`src/common/tlb_pkg.sv`:
```
package tlb_pkg;

    // tlb geometry
    localparam int TLB_NUM   = 16;
    localparam int TLB_IDX_W = 4;

    // address and register image layout
    localparam int VADDR_W = 32;
    localparam int VPN2_W  = 19;
    localparam int ODD_BIT = 12;
    localparam int ASID_W  = 8;

    // entry-lo fields
    localparam int PFN_W   = 20;
    localparam int CACHE_W = 3;

    localparam logic [CACHE_W-1:0] CACHE_UNCACHED = 3'd2;

    // address bits 31..29 of the unmapped segments
    localparam logic [2:0] SEG_KSEG0 = 3'd4;
    localparam logic [2:0] SEG_KSEG1 = 3'd5;

    // probe index on a miss, P bit only
    localparam logic [VADDR_W-1:0] PROBE_MISS = 32'h8000_0000;

    // one page of a pair
    typedef struct packed {
        logic [PFN_W-1:0]   pfn;
        logic [CACHE_W-1:0] c;
        logic               d;
        logic               v;
    } tlb_page_t;

    // one joint tlb entry, even page in page0
    typedef struct packed {
        logic [VPN2_W-1:0] vpn2;
        logic [ASID_W-1:0] asid;
        logic              g;
        tlb_page_t         page0;
        tlb_page_t         page1;
    } tlb_entry_t;

endpackage

```
`src/tlb_top.sv`:
```
module tlb_top
    import tlb_pkg::*;
(
    input  logic                    clk,
    input  logic                    resetn,

    // write port, tlbwi/tlbwr
    input  logic                    i_we,
    input  logic [TLB_IDX_W-1:0]    i_w_index,
    input  logic [VADDR_W-1:0]      i_w_hi,
    input  logic [VADDR_W-1:0]      i_w_lo0,
    input  logic [VADDR_W-1:0]      i_w_lo1,

    // read port, tlbr
    input  logic [TLB_IDX_W-1:0]    i_r_index,

    // search ports
    input  logic                    i_inst_en,
    input  logic [VADDR_W-1:0]      i_inst_vaddr,
    input  logic                    i_data_ren,
    input  logic                    i_data_wen,
    input  logic [VADDR_W-1:0]      i_data_vaddr,
    input  logic                    i_op_tlbp,

    output logic [VADDR_W-1:0]      o_r_hi,
    output logic [VADDR_W-1:0]      o_r_lo0,
    output logic [VADDR_W-1:0]      o_r_lo1,
    output logic [VADDR_W-1:0]      o_p_index,

    output logic [PFN_W-1:0]        o_inst_tag,
    output logic                    o_inst_uncached,
    output logic [PFN_W-1:0]        o_data_tag,
    output logic                    o_data_uncached,

    output logic                    o_i_refill,
    output logic                    o_i_invalid,
    output logic                    o_d_refill,
    output logic                    o_d_invalid,
    output logic                    o_d_modify
);

    tlb_entry_t [TLB_NUM-1:0] entries;
    logic                     inst_found;
    logic                     data_found;
    tlb_page_t                inst_page;
    tlb_page_t                data_page;

    tlb_entry_array u_entry_array (
        .clk        (clk),
        .resetn     (resetn),
        .i_we       (i_we),
        .i_w_index  (i_w_index),
        .i_w_hi     (i_w_hi),
        .i_w_lo0    (i_w_lo0),
        .i_w_lo1    (i_w_lo1),
        .i_r_index  (i_r_index),
        .o_entries  (entries),
        .o_r_hi     (o_r_hi),
        .o_r_lo0    (o_r_lo0),
        .o_r_lo1    (o_r_lo1)
    );

    // searches see stored entries only
    tlb_cam u_cam (
        .i_entries      (entries),
        .i_w_hi         (i_w_hi),
        .i_op_tlbp      (i_op_tlbp),
        .i_inst_vaddr   (i_inst_vaddr),
        .i_data_vaddr   (i_data_vaddr),
        .o_inst_found   (inst_found),
        .o_data_found   (data_found),
        .o_inst_page    (inst_page),
        .o_data_page    (data_page),
        .o_p_index      (o_p_index)
    );

    tlb_xlate u_xlate (
        .i_inst_en          (i_inst_en),
        .i_inst_vaddr       (i_inst_vaddr),
        .i_inst_found       (inst_found),
        .i_inst_page        (inst_page),
        .i_data_ren         (i_data_ren),
        .i_data_wen         (i_data_wen),
        .i_data_vaddr       (i_data_vaddr),
        .i_data_found       (data_found),
        .i_data_page        (data_page),
        .o_inst_tag         (o_inst_tag),
        .o_data_tag         (o_data_tag),
        .o_inst_uncached    (o_inst_uncached),
        .o_data_uncached    (o_data_uncached),
        .o_i_refill         (o_i_refill),
        .o_i_invalid        (o_i_invalid),
        .o_d_refill         (o_d_refill),
        .o_d_invalid        (o_d_invalid),
        .o_d_modify         (o_d_modify)
    );

endmodule

```
`src/tlb_xlate.sv`:
```
module tlb_xlate
    import tlb_pkg::*;
(
    input  logic                i_inst_en,
    input  logic [VADDR_W-1:0]  i_inst_vaddr,
    input  logic                i_inst_found,
    input  tlb_page_t           i_inst_page,

    input  logic                i_data_ren,
    input  logic                i_data_wen,
    input  logic [VADDR_W-1:0]  i_data_vaddr,
    input  logic                i_data_found,
    input  tlb_page_t           i_data_page,

    output logic [PFN_W-1:0]    o_inst_tag,
    output logic [PFN_W-1:0]    o_data_tag,
    output logic                o_inst_uncached,
    output logic                o_data_uncached,

    output logic                o_i_refill,
    output logic                o_i_invalid,
    output logic                o_d_refill,
    output logic                o_d_invalid,
    output logic                o_d_modify
);

    logic [2:0] inst_seg;
    logic [2:0] data_seg;
    logic       inst_unmapped;
    logic       data_unmapped;
    logic       data_access;

    // unmapped segments translate by dropping the top three bits
    function automatic logic [PFN_W-1:0] xlate_tag(
        input logic               unmapped,
        input logic [VADDR_W-1:0] va,
        input tlb_page_t          pg
    );
        if (unmapped) begin
            return {3'b000, va[VADDR_W-4:ODD_BIT]};
        end
        return pg.pfn;
    endfunction

    function automatic logic xlate_uncached(
        input logic [2:0] seg,
        input logic       found,
        input tlb_page_t  pg
    );
        if (seg == SEG_KSEG1) begin
            return 1'b1;
        end
        // kseg0 is always cached
        if (seg == SEG_KSEG0) begin
            return 1'b0;
        end
        return found && (pg.c == CACHE_UNCACHED);
    endfunction

    assign inst_seg      = i_inst_vaddr[VADDR_W-1 -: 3];
    assign data_seg      = i_data_vaddr[VADDR_W-1 -: 3];
    assign inst_unmapped = (inst_seg == SEG_KSEG0) || (inst_seg == SEG_KSEG1);
    assign data_unmapped = (data_seg == SEG_KSEG0) || (data_seg == SEG_KSEG1);

    assign o_inst_tag      = xlate_tag(inst_unmapped, i_inst_vaddr, i_inst_page);
    assign o_data_tag      = xlate_tag(data_unmapped, i_data_vaddr, i_data_page);
    assign o_inst_uncached = xlate_uncached(inst_seg, i_inst_found, i_inst_page);
    assign o_data_uncached = xlate_uncached(data_seg, i_data_found, i_data_page);

    // exceptions, mapped addresses only
    assign o_i_refill  = !inst_unmapped && i_inst_en && !i_inst_found;
    assign o_i_invalid = !inst_unmapped && i_inst_en && i_inst_found && !i_inst_page.v;

    assign data_access = i_data_ren || i_data_wen;
    assign o_d_refill  = !data_unmapped && data_access && !i_data_found;
    assign o_d_invalid = !data_unmapped && data_access && i_data_found && !i_data_page.v;
    // store to a valid clean page
    assign o_d_modify  = !data_unmapped && i_data_wen && i_data_found
                         && i_data_page.v && !i_data_page.d;

endmodule

```
`src/tlb/tlb_cam.sv`:
```
module tlb_cam
    import tlb_pkg::*;
(
    input  tlb_entry_t [TLB_NUM-1:0]    i_entries,
    input  logic [VADDR_W-1:0]          i_w_hi,
    input  logic                        i_op_tlbp,

    input  logic [VADDR_W-1:0]          i_inst_vaddr,
    input  logic [VADDR_W-1:0]          i_data_vaddr,

    output logic                        o_inst_found,
    output logic                        o_data_found,
    output tlb_page_t                   o_inst_page,
    output tlb_page_t                   o_data_page,
    output logic [VADDR_W-1:0]          o_p_index
);

    logic [ASID_W-1:0]    cur_asid;

    logic [VPN2_W-1:0]    inst_vpn2;
    logic                 inst_odd;
    logic [TLB_NUM-1:0]   inst_match;
    logic [TLB_IDX_W-1:0] inst_index;

    logic [VPN2_W-1:0]    data_vpn2;
    logic                 data_odd;
    logic [TLB_NUM-1:0]   data_match;
    logic [TLB_IDX_W-1:0] data_index;

    // per-entry compare, asid ignored for global entries
    function automatic logic [TLB_NUM-1:0] match_vec(
        input tlb_entry_t [TLB_NUM-1:0] ents,
        input logic [VPN2_W-1:0]        vpn2,
        input logic [ASID_W-1:0]        asid
    );
        logic [TLB_NUM-1:0] hit;
        for (int k = 0; k < TLB_NUM; k++) begin
            hit[k] = (ents[k].vpn2 == vpn2) && ((ents[k].asid == asid) || ents[k].g);
        end
        return hit;
    endfunction

    // lowest set bit wins
    function automatic logic [TLB_IDX_W-1:0] first_index(input logic [TLB_NUM-1:0] hit);
        logic [TLB_IDX_W-1:0] idx;
        idx = '0;
        for (int k = TLB_NUM - 1; k >= 0; k--) begin
            if (hit[k]) begin
                idx = TLB_IDX_W'(k);
            end
        end
        return idx;
    endfunction

    function automatic tlb_page_t pick_page(
        input tlb_entry_t ent,
        input logic       odd,
        input logic       found
    );
        if (!found) begin
            return '0;
        end
        return odd ? ent.page1 : ent.page0;
    endfunction

    assign cur_asid = i_w_hi[ASID_W-1:0];

    // instruction port
    assign inst_vpn2    = i_inst_vaddr[VADDR_W-1 -: VPN2_W];
    assign inst_odd     = i_inst_vaddr[ODD_BIT];
    assign inst_match   = match_vec(i_entries, inst_vpn2, cur_asid);
    assign inst_index   = first_index(inst_match);
    assign o_inst_found = |inst_match;
    assign o_inst_page  = pick_page(i_entries[inst_index], inst_odd, o_inst_found);

    // data port, doubles as the probe search on tlbp
    assign data_vpn2    = i_op_tlbp ? i_w_hi[VADDR_W-1 -: VPN2_W]
                                    : i_data_vaddr[VADDR_W-1 -: VPN2_W];
    assign data_odd     = i_op_tlbp ? i_w_hi[ODD_BIT] : i_data_vaddr[ODD_BIT];
    assign data_match   = match_vec(i_entries, data_vpn2, cur_asid);
    assign data_index   = first_index(data_match);
    assign o_data_found = |data_match;
    assign o_data_page  = pick_page(i_entries[data_index], data_odd, o_data_found);

    assign o_p_index = o_data_found ? {{(VADDR_W-TLB_IDX_W){1'b0}}, data_index}
                                    : PROBE_MISS;

endmodule

```
`src/tlb/tlb_entry_array.sv`:
```
module tlb_entry_array
    import tlb_pkg::*;
(
    input  logic                        clk,
    input  logic                        resetn,

    input  logic                        i_we,
    input  logic [TLB_IDX_W-1:0]        i_w_index,
    input  logic [VADDR_W-1:0]          i_w_hi,
    input  logic [VADDR_W-1:0]          i_w_lo0,
    input  logic [VADDR_W-1:0]          i_w_lo1,

    input  logic [TLB_IDX_W-1:0]        i_r_index,

    output tlb_entry_t [TLB_NUM-1:0]    o_entries,
    output logic [VADDR_W-1:0]          o_r_hi,
    output logic [VADDR_W-1:0]          o_r_lo0,
    output logic [VADDR_W-1:0]          o_r_lo1
);

    tlb_entry_t [TLB_NUM-1:0] entries;
    tlb_entry_t               w_entry;
    tlb_entry_t               r_entry;
    logic                     r_bypass;

    // entry-lo image to page: pfn 25..6, c 5..3, d 2, v 1
    function automatic tlb_page_t lo_to_page(input logic [VADDR_W-1:0] lo);
        tlb_page_t pg;
        pg.pfn = lo[CACHE_W+3 +: PFN_W];
        pg.c   = lo[3 +: CACHE_W];
        pg.d   = lo[2];
        pg.v   = lo[1];
        return pg;
    endfunction

    function automatic logic [VADDR_W-1:0] page_to_lo(input tlb_page_t pg, input logic g);
        return {{(VADDR_W-PFN_W-CACHE_W-3){1'b0}}, pg.pfn, pg.c, pg.d, pg.v, g};
    endfunction

    // unpack the write images
    always_comb begin
        w_entry.vpn2  = i_w_hi[VADDR_W-1 -: VPN2_W];
        w_entry.asid  = i_w_hi[ASID_W-1:0];
        // g only when both halves agree
        w_entry.g     = i_w_lo0[0] & i_w_lo1[0];
        w_entry.page0 = lo_to_page(i_w_lo0);
        w_entry.page1 = lo_to_page(i_w_lo1);
    end

    always_ff @(posedge clk) begin
        if (!resetn) begin
            entries <= '0;
        end else if (i_we) begin
            entries[i_w_index] <= w_entry;
        end
    end

    assign o_entries = entries;

    // write to the read index shows up in the same cycle
    assign r_bypass = i_we && (i_r_index == i_w_index);
    assign r_entry  = r_bypass ? w_entry : entries[i_r_index];

    assign o_r_hi  = {r_entry.vpn2, {(VADDR_W-VPN2_W-ASID_W){1'b0}}, r_entry.asid};
    assign o_r_lo0 = page_to_lo(r_entry.page0, r_entry.g);
    assign o_r_lo1 = page_to_lo(r_entry.page1, r_entry.g);

endmodule
```
`config.mk`:
```
export PLATFORM = sky130hd
export DESIGN_NAME = tlb_top
export DESIGN_NICKNAME = d
export VERILOG_FILES = /design/src/common/tlb_pkg.sv /design/src/tlb_top.sv /design/src/tlb_xlate.sv /design/src/tlb/tlb_cam.sv /design/src/tlb/tlb_entry_array.sv
export SDC_FILE = /design/constraint.sdc
export NUM_CORES = 2
export LEC_CHECK = 0
export BUFFER_PORTS_ARGS = -buffer_cell sky130_fd_sc_hd__buf_2
export CAP_MARGIN = 15
export CELL_PAD_IN_SITES_DETAIL_PLACEMENT = 1
export CELL_PAD_IN_SITES_GLOBAL_PLACEMENT = 1
export CORE_ASPECT_RATIO = 1.4
export CORE_MARGIN = 3
export CORE_UTILIZATION = 45
export CTS_CLUSTER_DIAMETER = 30
export DETAILED_ROUTE_END_ITERATION = 6
export GPL_ROUTABILITY_DRIVEN = 0
export PLACE_DENSITY = 0.79
export SLEW_MARGIN = 20
export SYNTH_ARGS = -nofsm -noshare
export SYNTH_HDL_FRONTEND = slang
export SYNTH_SLANG_ARGS = --single-unit
export TNS_END_PERCENT = 30
```
`constraint.sdc`:
```
create_clock -name clk -period 7.4 [get_ports clk]
set_input_delay 1.11 -clock clk [delete_from_list [all_inputs] [get_ports clk]]
set_output_delay 1.11 -clock clk [all_outputs]
set_load 0.01 [all_outputs]
```
==> results.yml, run 1 <==
run_status:
  status: "aborted with a tool error"
  lastStage: "global routing (5_1_grt)"
  error: "[ERROR GRT-0232] Routing congestion too high. Check the congestion heatmap in the GUI."
synthesis:
  syn_area_per_cell_um2: 8.37
  synthArstFlopShare_pct: 0
  synth-main-ff-cell: "dfxtp_1"
  synth.distinct_cells: 94
  ys_warn_count: 0
  synth-seq-cells: 1248
  yosysSeqAreaShare_pct: 31.0
  synth_edf_count: 0
  netlist_instances: 9617
  syn_area_um2: 80500
sta:
  postGrtWorstEndpoint: "o_data_tag[19]"
  worst-ep-kind: "output port"
floorplanning:
  pin_count: 350
  start_util_pct: 45.3
  num_rows: 183
  die_h_um: 506
  die_x_um: 363
cts:
  cts_hold_buffers: 0
  htreeDepth: 5
  numClockSinks: 1248
  root_buffer: "clkbuf_16"
  cts_buffers: 290
  clock_path_buffers: 4
place:
  numPortBuffers: 265
  place_hpwl_um: 263000
  dp_slack_ns: -0.213
global_route:
  overflow: 3
  grt_max_degree: 249
  antenna_found_initial: 109
  grt_usage_pct: 55.8
## stage by stage
stage          TNS [ns]  instance area (µm²)  hold WS (ns)  util [%]  instances
2_1_floorplan         0                80700         0.449         -       9660
3_3_place_gp     -0.409                85700         0.459      48.2      11749
3_5_place_dp     -0.630                85700         0.477      48.2      11749
4_1_cts               0                95700         0.485      53.8      12258
## synth_stat cells, drive strengths merged, types with 18 or more instances
cell | instances | area (µm²)
nand2 | 3121 | 11700
dfxtp | 1248 | 25000
a21boi | 1233 | 9260
clkbuf | 649 | 2460
mux4 | 409 | 9210
xnor2 | 401 | 3510
buf | 349 | 2100
xor2 | 339 | 2970
mux2i | 305 | 3290
mux2 | 183 | 2060
a21oi | 173 | 877
nor4 | 164 | 1030
a211oi | 155 | 1170
o21ai | 106 | 538
nand3 | 84 | 420
nor2 | 79 | 309
nor2b | 72 | 450
and3 | 71 | 444
o211ai | 52 | 395
nand4 | 46 | 288
and2 | 38 | 238
a31oi | 35 | 219
a2111oi | 33 | 352
nor3 | 32 | 176
a311oi | 24 | 216
a22o | 22 | 193
a221o | 19 | 190
o31ai | 18 | 140
## layer usage
| metal | overflow | track usage (%) |
|---|---|---|
| met5 | 0 | 26.8 |
| met2 | 1 | 72.0 |
| met1 | 2 | 56.9 |
| met3 | 0 | 41.2 |
| met4 | 0 | 47.8 |
## timing repair
item / 4_1_cts
setup endpoints to repair: 14
pin swaps: 0
setup buffers: 2
gates resized for setup: 12
## cell families after synthesis
family | synth area share, %
buf+inv | 5.70
mux | 18.1
simple gates | 19.4
other cells | 0.00466
flops | 31.0
compound gates | 17.8
xor+xnor | 8.05
==> run 2: changes to the inputs <==
CELL_PAD_IN_SITES_DETAIL_PLACEMENT = default   (was 1)
CELL_PAD_IN_SITES_GLOBAL_PLACEMENT = default   (was 1)
CORE_ASPECT_RATIO = default   (was 1.4)
CORE_UTILIZATION = 30   (was 45)
CTS_CLUSTER_DIAMETER = default   (was 30)
PLACE_DENSITY = default   (was 0.79)
PLACE_DENSITY_LB_ADDON = 0.15   (was default)
==> results.yml, run 2 <==
worst_setup_path:
  cp-start-kind: "primary input"
  worstSetupPathType: "primary input to output pin"
  reg2reg_to: "u_entry_array.o_entries[614]"
  timing.critical_path.from: "i_inst_vaddr[23]"
  crit_top_cell: "buf_4"
  rrSetupSlack_ns: 6.49
  crit_required_ns: 6.29
  cp_max_fo: 15
  slowest_delay_ns: 0.72
  reg2regPathDepth: 2
  r2r_start: "u_entry_array.o_entries[614]"
  critPathArrivalTime_ns: 6.21
  critPathSlowestCell: "buf_2"
  path_cells: "buf_2 -> buf_4 -> xnor2_1 -> nand4_1 -> nor4_1 -> nand3_1 -> nand3b_1 -> o21ba_4 -> nand2b_1 -> buf_4 -> o22ai_1 -> a221oi_1 -> mux2_2 -> a21oi_1 -> o21ai_0 -> buf_4 -> buf_2"
  cp-end-kind: "output pin"
  crit_path_end: "o_inst_tag[0]"
power:
  switching_power_mw: 4.61
  power_frac_seq_pct: 41.4
  cellLeakagePower_nw: 30.7
  clkPwrFrac_pct: 47.6
  power_density_nw_per_um2: 180
  power.total_mw: 16.7
  switching_share_pct: 27.6
  peakVddDrop_mv: 0.240
  p_int_mw: 12.1
  p_comb_share_pct: 11.0
synthesis:
  yosysSeqAreaShare_pct: 31.0
  synthTopCellsByCount: "nand2_1, dfxtp_1, a21boi_0"
  synth_area_leader_cell: "dfxtp_1"
  syn_area_per_cell_um2: 8.37
  netlist_instances: 9617
  synth-main-ff-cell: "dfxtp_1"
  ys_warn_count: 0
  synth_area_leaders: "dfxtp_1, nand2_1, a21boi_0"
  synth-seq-cells: 1248
  yosysMostFrequentCell: "nand2_1"
  synth_edf_count: 0
  synth.distinct_cells: 94
  synthArstFlopShare_pct: 0
  yosys.area.top_type_share_pct: 31.0
  syn_area_um2: 80500
floorplanning:
  die_h_um: 524
  die_x_um: 524
  num_rows: 189
  start_util_pct: 30.3
  coreArea_um2: 266000
  pin_count: 350
  die-area_um2: 275000
sta:
  post-route-min-period_ns: 7.32
  rsz0062_at_grt: "false"
  layout_setup_ws_ns: 0.0840
  fin_tns_setup_ns: 0
  fmax_ghz: 0.137
  finalHoldViolCount: 0
  drv_slew: 0
  worst_pin_slew_ns: 1.22
  setup_viol_count_final: 0
  slew_headroom_pct: 18.9
  hold_ws_ns: 0.481
  fin_worst_skew_ns: 0
  period_share_pct: 98.9
cts:
  htreeDepth: 4
  cts_buffers: 153
  numClockSinks: 1248
  clk_pin_slew_worst_paths_ns: 0.06
  cts_tree: "done"
  clock_path_buffers: 3
  root_buffer: "clkbuf_16"
  clkLatencyLatePin_ns: 0.80
detailed_routing:
  first_iter_violations: 7744
  dr.pass1.iters: 6
  drc: 0
  wl_per_cell_um: 30.8
  via_per_inst: 5.69
  wl_um: 408000
  vias: 75351
  antenna_left: 0
final_layout:
  layout_common_cells: "nand2_1, dfxtp_1, a21boi_0, mux4_2, xnor2_1"
  layout_commonest_cell: "nand2_1"
  largest_register_ffs: 1248
  drive_above_1_share_pct: 17.8
  area_delta_synth_final_pct: 15.1
  layout.nets: 9736
global_route:
  grt_usage_pct: 28.8
  overflow: 0
  grt_pass1_vias: 72327
  grt_pass1_wl_um: 568000
  antenna_found_initial: 48
  grt_max_degree: 230
run_status:
  status: "finished, final reports clean"
place:
  dp_slack_ns: -0.526
  place_hpwl_um: 265000
  numPortBuffers: 265
hold_path:
  hold_class: "flop to flop"
run:
  max_cap_viol_count: 0
## run 2: worst max-delay path: cells and delay by family
family	cells	cell delay [ns]
buffers and inverters	5	1.65
AND/OR/NAND/NOR	5	1.61
AO/OA/AOI/OAI	5	1.39
XOR/XNOR	1	0.13
multiplexers	1	0.25
## run 2: timing repair
action / 4_1_cts / 5_1_grt
gates resized for setup: 13 / 25
pin swaps: 1 / 2
endpoints found under the setup margin: 42 / 25
hold buffers: 0 / 0
setup buffers: 3 / 3
hold endpoints to repair: 0 / 0
## run 2: logic make-up (layout without fill, tap and decap cells)
| logic type | Yosys count | after routing | synth area share, % |
|---|---|---|---|
| XOR/XNOR | 740 | 740 | 8.05 |
| buffers and inverters | 1005 | 1027 | 5.70 |
| flip-flops | 1248 | 1248 | 31.0 |
| AO/OA/AOI/OAI | 1952 | 1952 | 17.8 |
| other | 1 | 78 | 0.00466 |
| AND/OR/NAND/NOR | 3774 | 3774 | 19.4 |
| multiplexers | 897 | 897 | 18.1 |
## run 2: metal layers
| metal | track usage, % | vias to the layer above | wire length [µm] |
|---|---|---|---|
| li1 | - | 32988 | - |
| met1 | 36.4 | 37642 | 163000 |
| met2 | 45.7 | 3727 | 185000 |
| met3 | 5.43 | 976 | 32200 |
| met4 | 16.6 | 18 | 27100 |
| met5 | 0 | - | 122 |
## run 2: power groups by stage
stage | Combinational, mW | Clock, mW | Sequential (mW)
after floorplan | 1.13 | 0 | 7.02
after global placement | 1.79 | 0 | 7.06
after detailed placement | 1.80 | 0 | 7.06
after CTS | 1.80 | 8.05 | 6.91
after global routing | 1.91 | 8.31 | 6.92
final | 1.84 | 7.96 | 6.91
## run 2: how the worst min path moves through the flow
stage | endpoint | cells past startpoint | slack, ns | from
final | u_entry_array.o_entries[160] | 2 | 0.48 | u_entry_array.o_entries[160]
after global routing | u_entry_array.o_entries[575] | 2 | 0.50 | u_entry_array.o_entries[575]
after CTS | u_entry_array.o_entries[729] | 2 | 0.48 | u_entry_array.o_entries[729]
after detailed placement | u_entry_array.o_entries[729] | 2 | 0.47 | u_entry_array.o_entries[729]
after global placement | u_entry_array.o_entries[159] | 2 | 0.46 | u_entry_array.o_entries[159]
after floorplan | u_entry_array.o_entries[1017] | 2 | 0.45 | u_entry_array.o_entries[1017]
## run 2: through the flow
stage	area, µm²	util [%]	std cells
finish	92700	34.8	13249
global route	92600	34.8	13234
CTS	92500	34.8	13212
detailed placement	87200	32.8	12933
global placement	87100	32.7	12930
floorplan	80700	-	9660
## run 2: final cells by class
type | count | area [µm²]
flip-flops and latches | 1248 | 25000
fillers | 27410 | 173000
well taps | 3533 | 4420
repair buffers | 744 | 6370
clock buffers | 222 | 4470
multi-input cells | 7407 | 51600
diodes | 34 | 85.1
inverters | 7 | 27.5
clock inverters | 54 | 706
Power figures use the tool's default switching activity.
